### config.mk
export PLATFORM = sky130hd
export DESIGN_NAME = mips_control_path
export DESIGN_NICKNAME = d
export VERILOG_FILES = /design/src/hdl/mips_isa_pkg.sv /design/src/hdl/mips_ctrl_pkg.sv /design/src/hdl/cpu_state_fsm.sv /design/src/hdl/control.sv /design/src/hdl/store_lane_formatter.sv /design/src/hdl/load_data_extender.sv /design/src/hdl/mips_control_path.sv
export VERILOG_INCLUDE_DIRS = /design/src /design/src/include
export SDC_FILE = /design/constraint.sdc
export NUM_CORES = 1
export LEC_CHECK = 0
export ABC_AREA = 0
export BUFFER_PORTS_ARGS = -buffer_cell sky130_fd_sc_hd__buf_2
export CORE_UTILIZATION = 50
export CTS_CLUSTER_SIZE = 20
export DETAILED_ROUTE_END_ITERATION = 7
export PLACE_DENSITY = 0.91
export SYNTH_ARGS = -nofsm -noshare
export SYNTH_HDL_FRONTEND = slang
export SYNTH_SLANG_ARGS = --single-unit
export TNS_END_PERCENT = 50
### constraint.sdc
create_clock -name clk -period 4.65 [get_ports clk]
set_clock_uncertainty 0.2 [all_clocks]
set_input_delay 0.2325 -clock clk [delete_from_list [all_inputs] [get_ports clk]]
set_output_delay 0.2325 -clock clk [all_outputs]
set_load 0.01 [all_outputs]
### src/include/mips_cfg.svh
// configuration macros for the mips control path
`ifndef MIPS_CFG_SVH
`define MIPS_CFG_SVH

// data bus and register word width
`define MIPS_DATA_W 32

// state entered on reset (a cpu_state_t literal)
`define MIPS_RESET_STATE FETCH

`endif

### src/hdl/mips_isa_pkg.sv
// instruction set package naming the mips-i opcodes, function codes and regimm rt codes
`default_nettype none

package mips_isa_pkg;

  // primary opcode in instr[31:26]
  typedef enum logic [5:0] {
    OP_SPECIAL = 6'd0,   // r-type, see funct_t
    OP_REGIMM  = 6'd1,   // see regimm_t
    OP_J       = 6'd2,
    OP_JAL     = 6'd3,
    OP_BEQ     = 6'd4,
    OP_BNE     = 6'd5,
    OP_BLEZ    = 6'd6,
    OP_BGTZ    = 6'd7,
    OP_ADDIU   = 6'd9,
    OP_SLTI    = 6'd10,
    OP_SLTIU   = 6'd11,
    OP_ANDI    = 6'd12,  // zero extended imm
    OP_ORI     = 6'd13,
    OP_XORI    = 6'd14,
    OP_LUI     = 6'd15,
    OP_LB      = 6'd32,
    OP_LH      = 6'd33,
    OP_LWL     = 6'd34,
    OP_LW      = 6'd35,
    OP_LBU     = 6'd36,
    OP_LHU     = 6'd37,
    OP_LWR     = 6'd38,
    OP_SB      = 6'd40,
    OP_SH      = 6'd41,
    OP_SW      = 6'd43
  } opcode_t;

  // special function field in instr[5:0]
  // only the codes the decoder singles out are named
  typedef enum logic [5:0] {
    FN_JR    = 6'd8,
    FN_JALR  = 6'd9,
    FN_MFHI  = 6'd16,
    FN_MTHI  = 6'd17,
    FN_MFLO  = 6'd18,
    FN_MTLO  = 6'd19,
    FN_MULT  = 6'd24,
    FN_MULTU = 6'd25,
    FN_DIV   = 6'd26,
    FN_DIVU  = 6'd27
  } funct_t;

  // regimm branch kind in the rt field, instr[20:16]
  typedef enum logic [4:0] {
    RI_BLTZ   = 5'd0,
    RI_BGEZ   = 5'd1,
    RI_BLTZAL = 5'd16,   // links to r31
    RI_BGEZAL = 5'd17
  } regimm_t;

endpackage

`default_nettype wire

### src/hdl/mips_ctrl_pkg.sv
// control path package with the cpu state, alu class, store lane and load form types
`default_nettype none

package mips_ctrl_pkg;

  // multicycle sequence of one instruction
  typedef enum logic [2:0] {
    FETCH = 3'd0,
    LOAD  = 3'd1,   // ir loaded
    MEM   = 3'd2,
    EXEC  = 3'd3,
    HALT  = 3'd4    // only reached from a corrupted state
  } cpu_state_t;

  // class handed to the alu controller
  typedef enum logic [1:0] {
    ALU_ADDR   = 2'd0,  // load/store address add
    ALU_BRANCH = 2'd1,  // beq/bne compare
    ALU_RTYPE  = 2'd2,
    ALU_ITYPE  = 2'd3
  } alu_op_t;

  // byte lane placement of store data
  typedef enum logic [2:0] {
    WD_WORD = 3'd0,
    WD_B0   = 3'd1,
    WD_B1   = 3'd2,
    WD_B2   = 3'd3,
    WD_B3   = 3'd4,
    WD_H0   = 3'd5,   // low half
    WD_H1   = 3'd6    // high half
  } wdata_sel_t;

  // form of the value written back by a load
  typedef enum logic [2:0] {
    LD_NONE  = 3'd0,
    LD_WORD  = 3'd1,  // lw, also lwl/lwr
    LD_BYTE  = 3'd2,
    LD_BYTEU = 3'd3,
    LD_HALF  = 3'd4,
    LD_HALFU = 3'd5
  } load_sel_t;

endpackage

`default_nettype wire

### src/hdl/cpu_state_fsm.sv
// state sequencer stepping fetch, load, mem and exec and holding the instruction register
`default_nettype none
`include "mips_cfg.svh"

module cpu_state_fsm import mips_ctrl_pkg::*; (
  input  logic                    clk,
  input  logic                    reset,
  input  logic                    waitrequest,  // slave stall
  input  logic [`MIPS_DATA_W-1:0] readdata,
  input  logic                    read,         // decoded bus command
  input  logic                    write,
  output cpu_state_t              state,
  output logic [31:0]             instr,
  output logic                    mdr_load      // capture load data
);

  cpu_state_t state_next;
  logic       ir_load;
  logic       mem_busy;

  assign ir_load  = (state == FETCH) && !waitrequest;  // fetch completes
  assign mem_busy = (read || write) && waitrequest;    // access still stalled
  assign mdr_load = (state == MEM) && read && !waitrequest;

  always_comb begin
    case (state)
      FETCH:   state_next = waitrequest ? FETCH : LOAD;
      LOAD:    state_next = MEM;
      MEM:     state_next = mem_busy ? MEM : EXEC;  // one cycle when no access
      EXEC:    state_next = FETCH;
      default: state_next = HALT;                   // halt stays until reset
    endcase
  end

  always_ff @(posedge clk) begin
    if (reset) begin
      state <= `MIPS_RESET_STATE;
      instr <= '0;
    end else begin
      state <= state_next;
      if (ir_load) begin
        instr <= readdata;
      end
    end
  end

  a_state_legal: assert property (@(posedge clk) disable iff (reset)
    state inside {FETCH, LOAD, MEM, EXEC, HALT});

endmodule

`default_nettype wire

### src/hdl/control.sv
// control decoder turning cpu state and instruction fields into bus strobes and datapath selects
`default_nettype none
`include "mips_cfg.svh"

module control import mips_isa_pkg::*, mips_ctrl_pkg::*; (
  input  logic       reset,
  input  opcode_t    opcode,           // instr[31:26]
  input  funct_t     function_code,    // instr[5:0]
  input  regimm_t    b_code,           // instr[20:16]
  input  cpu_state_t state,
  input  logic       waitrequest,      // bus stall
  input  logic [1:0] byte_addressing,  // low address bits of the data access

  // memory
  output logic       read,
  output logic       write,
  output wdata_sel_t write_data_sel,   // store lane placement
  output logic [3:0] byteenable,

  // register file
  output logic       [1:0] rd_select,  // 0 rt, 1 rd, 2 r31
  output logic       reg_write_enable,
  output load_sel_t  datamem_to_reg,
  output logic       link_to_reg,
  output logic       mfhi,
  output logic       mflo,
  output logic       lwl,
  output logic       lwr,

  // hi/lo
  output logic       hi_wren,
  output logic       lo_wren,
  output logic       multdiv,          // hi/lo take the mult/div result

  // alu
  output logic       imdt_sel,         // zero extend imm
  output logic       alu_src,          // 1 selects the immediate
  output alu_op_t    alu_op,

  // pc
  output logic       branch,
  output logic       jump,             // j, jal
  output logic       jumpreg           // jr, jalr
);

  cpu_state_t cur_state;
  logic       is_special;
  logic       is_link_regimm;
  logic       is_load;

  // state is unknown until the first reset edge so decode reset as the reset state
  assign cur_state = reset ? `MIPS_RESET_STATE : state;

  assign is_special     = (opcode == OP_SPECIAL);
  assign is_link_regimm = (opcode == OP_REGIMM) && (b_code inside {RI_BLTZAL, RI_BGEZAL});
  assign is_load = opcode inside {OP_LB, OP_LH, OP_LWL, OP_LW, OP_LBU, OP_LHU, OP_LWR};

  // bus command
  always_comb begin
    read           = 1'b0;
    write          = 1'b0;
    byteenable     = 4'b1111;
    write_data_sel = WD_WORD;
    case (cur_state)
      FETCH, LOAD: read = 1'b1;  // instruction read
      MEM: begin
        case (opcode)
          OP_SB: begin
            write = 1'b1;
            case (byte_addressing)  // one lane
              2'b00: begin
                byteenable     = 4'b0001;
                write_data_sel = WD_B0;
              end
              2'b01: begin
                byteenable     = 4'b0010;
                write_data_sel = WD_B1;
              end
              2'b10: begin
                byteenable     = 4'b0100;
                write_data_sel = WD_B2;
              end
              default: begin
                byteenable     = 4'b1000;
                write_data_sel = WD_B3;
              end
            endcase
          end
          OP_SH: begin
            write          = 1'b1;
            byteenable     = byte_addressing[1] ? 4'b1100 : 4'b0011;
            write_data_sel = byte_addressing[1] ? WD_H1 : WD_H0;
          end
          OP_SW: write = 1'b1;  // full word
          default: read = is_load;  // others idle through mem
        endcase
      end
      default: ;  // exec and halt keep the bus quiet
    endcase
  end

  // exec decode; every enable stays low in the other states
  always_comb begin
    rd_select        = 2'd0;
    reg_write_enable = 1'b0;
    datamem_to_reg   = LD_NONE;
    link_to_reg      = 1'b0;
    mfhi             = 1'b0;
    mflo             = 1'b0;
    lwl              = 1'b0;
    lwr              = 1'b0;
    hi_wren          = 1'b0;
    lo_wren          = 1'b0;
    multdiv          = 1'b0;
    imdt_sel         = 1'b0;
    alu_src          = 1'b1;      // mem address is base + imm
    alu_op           = ALU_ADDR;
    branch           = 1'b0;
    jump             = 1'b0;
    jumpreg          = 1'b0;
    if (cur_state == EXEC) begin
      case (opcode)
        OP_SPECIAL: rd_select = 2'd1;
        OP_JAL:     rd_select = 2'd2;
        OP_REGIMM:  rd_select = is_link_regimm ? 2'd2 : 2'd0;
        default:    rd_select = 2'd0;
      endcase

      case (opcode)
        OP_SPECIAL: reg_write_enable = !(function_code inside
          {FN_JR, FN_MTHI, FN_MTLO, FN_MULT, FN_MULTU, FN_DIV, FN_DIVU});
        OP_REGIMM:  reg_write_enable = is_link_regimm;
        OP_JAL, OP_ADDIU, OP_SLTI, OP_SLTIU, OP_ANDI, OP_ORI, OP_XORI, OP_LUI:
          reg_write_enable = 1'b1;
        default:    reg_write_enable = is_load;
      endcase

      case (opcode)
        OP_LW, OP_LWL, OP_LWR: datamem_to_reg = LD_WORD;  // merge done downstream
        OP_LB:  datamem_to_reg = LD_BYTE;
        OP_LBU: datamem_to_reg = LD_BYTEU;
        OP_LH:  datamem_to_reg = LD_HALF;
        OP_LHU: datamem_to_reg = LD_HALFU;
        default: datamem_to_reg = LD_NONE;
      endcase

      link_to_reg = (opcode == OP_JAL) || is_link_regimm ||
                    (is_special && function_code == FN_JALR);
      mfhi = is_special && (function_code == FN_MFHI);
      mflo = is_special && (function_code == FN_MFLO);
      lwl  = (opcode == OP_LWL);
      lwr  = (opcode == OP_LWR);

      multdiv = is_special && (function_code inside {FN_MULT, FN_MULTU, FN_DIV, FN_DIVU});
      hi_wren = multdiv || (is_special && function_code == FN_MTHI);
      lo_wren = multdiv || (is_special && function_code == FN_MTLO);

      imdt_sel = opcode inside {OP_ANDI, OP_ORI, OP_XORI};
      alu_src  = !(opcode inside {OP_SPECIAL, OP_BEQ, OP_BNE});  // register operand b

      case (opcode)
        OP_SPECIAL:     alu_op = ALU_RTYPE;
        OP_BEQ, OP_BNE: alu_op = ALU_BRANCH;
        OP_ADDIU, OP_SLTI, OP_SLTIU, OP_ANDI, OP_ORI, OP_XORI, OP_LUI:
          alu_op = ALU_ITYPE;
        default:        alu_op = ALU_ADDR;
      endcase

      branch  = opcode inside {OP_REGIMM, OP_BEQ, OP_BNE, OP_BLEZ, OP_BGTZ};
      jump    = opcode inside {OP_J, OP_JAL};
      jumpreg = is_special && (function_code inside {FN_JR, FN_JALR});
    end
  end

  // sampled where the slave releases a stalled command
  a_one_cmd: assert property (@(negedge waitrequest) disable iff (reset)
    !(read && write));

  a_be_legal: assert property (@(negedge waitrequest) disable iff (reset)
    byteenable inside {4'b0001, 4'b0010, 4'b0100, 4'b1000, 4'b0011, 4'b1100, 4'b1111});

endmodule

`default_nettype wire

### src/hdl/store_lane_formatter.sv
// store lane formatter placing rt data on the byte lanes picked by the decoder
`default_nettype none
`include "mips_cfg.svh"

module store_lane_formatter import mips_ctrl_pkg::*; (
  input  wdata_sel_t              write_data_sel,
  input  logic [`MIPS_DATA_W-1:0] rt_data,
  output logic [`MIPS_DATA_W-1:0] writedata
);

  always_comb begin
    writedata = '0;  // unused lanes read as zero
    case (write_data_sel)
      WD_B0:   writedata[7:0]   = rt_data[7:0];
      WD_B1:   writedata[15:8]  = rt_data[7:0];
      WD_B2:   writedata[23:16] = rt_data[7:0];
      WD_B3:   writedata[31:24] = rt_data[7:0];
      WD_H0:   writedata[15:0]  = rt_data[15:0];
      WD_H1:   writedata[31:16] = rt_data[15:0];  // sh at offset 2
      default: writedata        = rt_data;        // sw
    endcase
  end

endmodule

`default_nettype wire

### src/hdl/load_data_extender.sv
// load data extender holding the memory data register and forming the load writeback value
`default_nettype none
`include "mips_cfg.svh"

module load_data_extender import mips_ctrl_pkg::*; (
  input  logic                    clk,
  input  logic                    reset,
  input  logic                    mdr_load,        // last mem read cycle
  input  logic [`MIPS_DATA_W-1:0] readdata,
  input  load_sel_t               datamem_to_reg,
  input  logic                    lwl,
  input  logic                    lwr,
  input  logic [1:0]              byte_addressing,
  input  logic [`MIPS_DATA_W-1:0] rt_old,          // rt before the load
  output logic [`MIPS_DATA_W-1:0] reg_write_data   // valid in exec
);

  logic [`MIPS_DATA_W-1:0] mdr;
  logic [7:0]              byte_sel;
  logic [15:0]             half_sel;
  logic [`MIPS_DATA_W-1:0] lwl_merge;
  logic [`MIPS_DATA_W-1:0] lwr_merge;

  always_ff @(posedge clk) begin
    if (reset) begin
      mdr <= '0;
    end else if (mdr_load) begin
      mdr <= readdata;
    end
  end

  assign byte_sel = mdr[8*byte_addressing +: 8];                     // little endian lane
  assign half_sel = byte_addressing[1] ? mdr[31:16] : mdr[15:0];

  // lwl fills rt from the top down with bytes up to the addressed one
  always_comb begin
    case (byte_addressing)
      2'b00:   lwl_merge = {mdr[7:0], rt_old[23:0]};
      2'b01:   lwl_merge = {mdr[15:0], rt_old[15:0]};
      2'b10:   lwl_merge = {mdr[23:0], rt_old[7:0]};
      default: lwl_merge = mdr;
    endcase
  end

  // lwr fills rt from the bottom up with bytes from the addressed one
  always_comb begin
    case (byte_addressing)
      2'b00:   lwr_merge = mdr;
      2'b01:   lwr_merge = {rt_old[31:24], mdr[31:8]};
      2'b10:   lwr_merge = {rt_old[31:16], mdr[31:16]};
      default: lwr_merge = {rt_old[31:8], mdr[31:24]};
    endcase
  end

  always_comb begin
    case (datamem_to_reg)
      LD_WORD: begin
        if (lwl) begin
          reg_write_data = lwl_merge;
        end else if (lwr) begin
          reg_write_data = lwr_merge;
        end else begin
          reg_write_data = mdr;
        end
      end
      LD_BYTE:  reg_write_data = {{24{byte_sel[7]}}, byte_sel};   // sign extend
      LD_BYTEU: reg_write_data = {24'b0, byte_sel};
      LD_HALF:  reg_write_data = {{16{half_sel[15]}}, half_sel};
      LD_HALFU: reg_write_data = {16'b0, half_sel};
      default:  reg_write_data = '0;  // not a load
    endcase
  end

endmodule

`default_nettype wire

### src/hdl/mips_control_path.sv
// mips control path top joining sequencer, decoder, store formatter and load extender
`default_nettype none
`include "mips_cfg.svh"

module mips_control_path import mips_isa_pkg::*, mips_ctrl_pkg::*; (
  input  logic                    clk,
  input  logic                    reset,

  // memory bus
  input  logic                    waitrequest,
  input  logic [`MIPS_DATA_W-1:0] readdata,
  output logic                    read,
  output logic                    write,
  output logic [3:0]              byteenable,
  output logic [`MIPS_DATA_W-1:0] writedata,

  // from the datapath
  input  logic [1:0]              byte_addressing,  // alu result [1:0]
  input  logic [`MIPS_DATA_W-1:0] rt_data,
  input  logic [`MIPS_DATA_W-1:0] rt_old,

  // register file selects
  output logic [1:0]              rd_select,
  output logic                    reg_write_enable,
  output load_sel_t               datamem_to_reg,
  output logic                    link_to_reg,
  output logic                    mfhi,
  output logic                    mflo,
  output logic                    lwl,
  output logic                    lwr,

  // hi/lo selects
  output logic                    hi_wren,
  output logic                    lo_wren,
  output logic                    multdiv,

  // alu selects
  output logic                    imdt_sel,
  output logic                    alu_src,
  output alu_op_t                 alu_op,

  // pc selects
  output logic                    branch,
  output logic                    jump,
  output logic                    jumpreg,

  output logic [`MIPS_DATA_W-1:0] reg_write_data,
  output cpu_state_t              state
);

  logic [31:0] instr;           // current instruction
  logic        mdr_load;
  wdata_sel_t  write_data_sel;  // decoder to store formatter

  cpu_state_fsm i_cpu_state_fsm (
    .clk         (clk),
    .reset       (reset),
    .waitrequest (waitrequest),
    .readdata    (readdata),
    .read        (read),
    .write       (write),
    .state       (state),
    .instr       (instr),
    .mdr_load    (mdr_load)
  );

  control i_control (
    .reset            (reset),
    .opcode           (opcode_t'(instr[31:26])),
    .function_code    (funct_t'(instr[5:0])),
    .b_code           (regimm_t'(instr[20:16])),
    .state            (state),
    .waitrequest      (waitrequest),
    .byte_addressing  (byte_addressing),
    .read             (read),
    .write            (write),
    .write_data_sel   (write_data_sel),
    .byteenable       (byteenable),
    .rd_select        (rd_select),
    .reg_write_enable (reg_write_enable),
    .datamem_to_reg   (datamem_to_reg),
    .link_to_reg      (link_to_reg),
    .mfhi             (mfhi),
    .mflo             (mflo),
    .lwl              (lwl),
    .lwr              (lwr),
    .hi_wren          (hi_wren),
    .lo_wren          (lo_wren),
    .multdiv          (multdiv),
    .imdt_sel         (imdt_sel),
    .alu_src          (alu_src),
    .alu_op           (alu_op),
    .branch           (branch),
    .jump             (jump),
    .jumpreg          (jumpreg)
  );

  store_lane_formatter i_store_lane_formatter (
    .write_data_sel (write_data_sel),
    .rt_data        (rt_data),
    .writedata      (writedata)
  );

  load_data_extender i_load_data_extender (
    .clk             (clk),
    .reset           (reset),
    .mdr_load        (mdr_load),
    .readdata        (readdata),
    .datamem_to_reg  (datamem_to_reg),
    .lwl             (lwl),
    .lwr             (lwr),
    .byte_addressing (byte_addressing),
    .rt_old          (rt_old),
    .reg_write_data  (reg_write_data)
  );

endmodule

`default_nettype wire

==> results.tsv <==
stage	metric	value	unit
yosys	ys_ff_latch	53	
yosys	yosys_warnings	0	
detailed_routing	detail_route.vias_per_cell	6.53	
final_layout	nets	1012	
cts	cts_buffer_depth	2	
cts	clk_pin_slew	0.09	ns
yosys	async_flop_share	0	
detailed_routing	wire_per_inst	19.3	µm
yosys	netlist_area	5100	µm²
power	p_leak	2.65	nW
power	p_switching	0.000394	W
grt	grt_max_degree	58	
cts	cts_tree	yes	
yosys	synthesis.nets	839	
sta	finalCritPeriodShare	0.795	
final_layout	fillCellCount	874	
setup_path	crit_fanout	24	
setup_path	arrival	3.26	ns
grt	grt_pass1_vias	6164	
sta	fin_setup_tns	0	ns
grt	antenna_found_initial	0	
final_layout	antenna_cells	0	
yosys	synthCells	733	
detailed_routing	vias	6792	
floorplan	die_area	10600	µm²
detailed_routing	wirelength	20100	µm
power	p_comb_frac	0.283	
status	outcome	finished, violations left	
setup_path	endpoint_kind	primary output	
cts	numCtsBuffers	5	
sta	slew_headroom	0.202	
sta	maxSlewViolCount	0	
detailed_routing	drt-initial-drc-count	1452	
yosys	ys_seq_area_frac	0.208	
power	sw_frac_of_total	0.320	
detailed_routing	drc	4	
power	pwr-share-seq	0.419	
yosys	ys.flop_type	dfxtp_1	
final_layout	layout_commonest_cell	buf_2	
cts	clock-root-buffer	clkbuf_8	
floorplan	die-height	103	µm
grt	grt_pass1_wl	31000	µm
floorplan	start_util	0.519	
grt	overflow	0	
cts	cts_repair_resize_count	0	
status	failed_checks	design-rule violations	
floorplan	rows	36	
setup_path	required	4.22	ns
detailed_routing	first_pass_iters	8	
power	power_density	190	nW/µm²
grt	grt.total_usage	0.379	
worst_hold_path	hold_class	primary input to register	
cts	worstSkewPairLatency	0.31	ns
cts	htreeDepth	2	
power	internal_power	0.000838	W
sta	timing.fmax	271	MHz
cts	clock_sink_count	53	
placed_design	hpwl	14100	µm
detailed_routing	postRouteAntennaNets	0	
setup_path	crit_slowest_cell	dfxtp_1	
placed_design	postPlaceCellArea	6040	µm²
run	max-cap-violations	0	
setup_path	crit_type	register to primary output	
sta	rsz0062_at_grt	false	
sta	hold_viol_final	0	
floorplan	ioPinCount	195	
floorplan	core	9820	µm²
yosys	avgSynthCellArea	6.96	µm²
setup_path	start_kind	register	
sta	setup_viol	0	
final_layout	seqCellArea	1060	µm²
final_layout	mostFrequentLayoutCells	194 x buf_2, 109 x nand2_1, 94 x o21ai_0	
placed_design	place_congestion	1.07	
placed_design	port_buffers	194	
sta	tightest_slew	1.20	ns
final_layout	drive_above_1_share	0.268	
power	clkPwrFrac	0.297	
sta	fin_crit	3.70	ns
final_layout	multiInputGateArea	3720	µm²
setup_path	cpPeakStageDelay	0.87	ns
final_layout	synthToLayoutAreaGrowth	26.9	%
yosys	synth_edf_count	0	
setup_path	crit_chain	and2b_1 -> nand3_1 -> a211o_1 -> a22oi_1 -> o21ai_0 -> buf_2	
power	ir_drop	0.000277	V
yosys	synth_cell_types	66	
floorplan	fp.dieW	103	µm
final_layout	design_area	6470	µm²
sta	whs	0.0201	ns
-- layout make-up --
| type | count | area share |
|---|---|---|
| multi-input cells | 599 | 0.574 |
| repair buffers | 234 | 0.208 |
| flip-flops and latches | 53 | 0.164 |
| well taps | 133 | 0.0257 |
| clock buffers | 5 | 0.0106 |
| clock inverters | 3 | 0.0101 |
| inverters | 13 | 0.00754 |
-- metrics by stage --
step	total power [W]	util	worst slack [ns]	cells
2_1_floorplan	0.000720	-	1.82	733
3_3_place_gp	0.000834	0.615	1.17	1002
3_5_place_dp	0.000841	0.615	1.11	1002
4_1_cts	0.00122	0.659	1.08	1040
5_1_grt	0.00128	0.659	0.701	1040
6_report	0.00123	0.659	0.954	1040
-- worst paths after layout --
check / cells after the start / end / slack (ns) / from
worst max register to register: 5 / i_load_data_extender.mdr[0] / 1.66 / i_cpu_state_fsm.state[0]
worst min register to register: 2 / i_cpu_state_fsm.instr[18] / 0.27 / i_cpu_state_fsm.instr[18]
worst min-delay path: 3 / i_load_data_extender.mdr[1] / 0.02 / readdata[1]
worst max-delay path: 6 / reg_write_data[16] / 0.95 / i_cpu_state_fsm.instr[26]
-- critical path: cells and delay by family (launching register included) --
family	cells	cell delay, ns
and+or+nand+nor	2	0.64
buffers and inverters	1	0.19
AOI/OAI and AO/OA	3	1.24
DFF	1	0.87
-- routing by layer --
metal | wire length, µm | up-vias | global-route usage
met5 | 0 | - | 0
met4 | 983 | 0 | 0.209
met3 | 2450 | 100 | 0.0651
met2 | 9100 | 526 | 0.588
met1 | 7560 | 3076 | 0.498
li1 | - | 3090 | -
-- logic make-up after synthesis --
family                     synth area share
AOI/OAI and AO/OA                     0.417
and+or+nand+nor                       0.212
buffers and inverters                0.0662
DFF                                   0.208
muxes                                0.0812
adders and majority gates            0.0123
xor gates and xnor gates            0.00344
-- state kept, by name, summed over array words and instances, names as in the netlist, named ones only --
name and cells:
i_cpu_state_fsm.state 3, i_load_data_extender.mdr 32, i_cpu_state_fsm.instr 16
-- what timing repair did --
action / CTS / global route
hold buffers: 30 / 0
setup buffers: 0 / 0
hold endpoints to repair: 39 / 0
-- power by group through the flow --
stage | Sequential, W | Clock (W) | Combinational, W
floorplan | 0.000501 | 0 | 0.000219
global placement | 0.000523 | 0 | 0.000311
detailed placement | 0.000524 | 0 | 0.000317
CTS | 0.000513 | 0.000365 | 0.000338
global route | 0.000520 | 0.000385 | 0.000377
finish | 0.000517 | 0.000366 | 0.000349
-- synthesized netlist by cell type, drive strengths merged, types with 9 or more instances --
library cell	n	area (µm²)
nor3	17	90.1
buf	18	100
o22ai	9	56.3
clkbuf	50	189
a22o	16	140
nand2	109	409
nor2b	13	81.3
o211ai	10	115
dfxtp	53	1060
mux2i	29	294
a222oi	16	160
a22oi	25	188
a21oi	77	385
inv	12	45.0
o21ai	114	574
and2	11	68.8
nor2	48	180
Power figures use the tool's default switching activity.
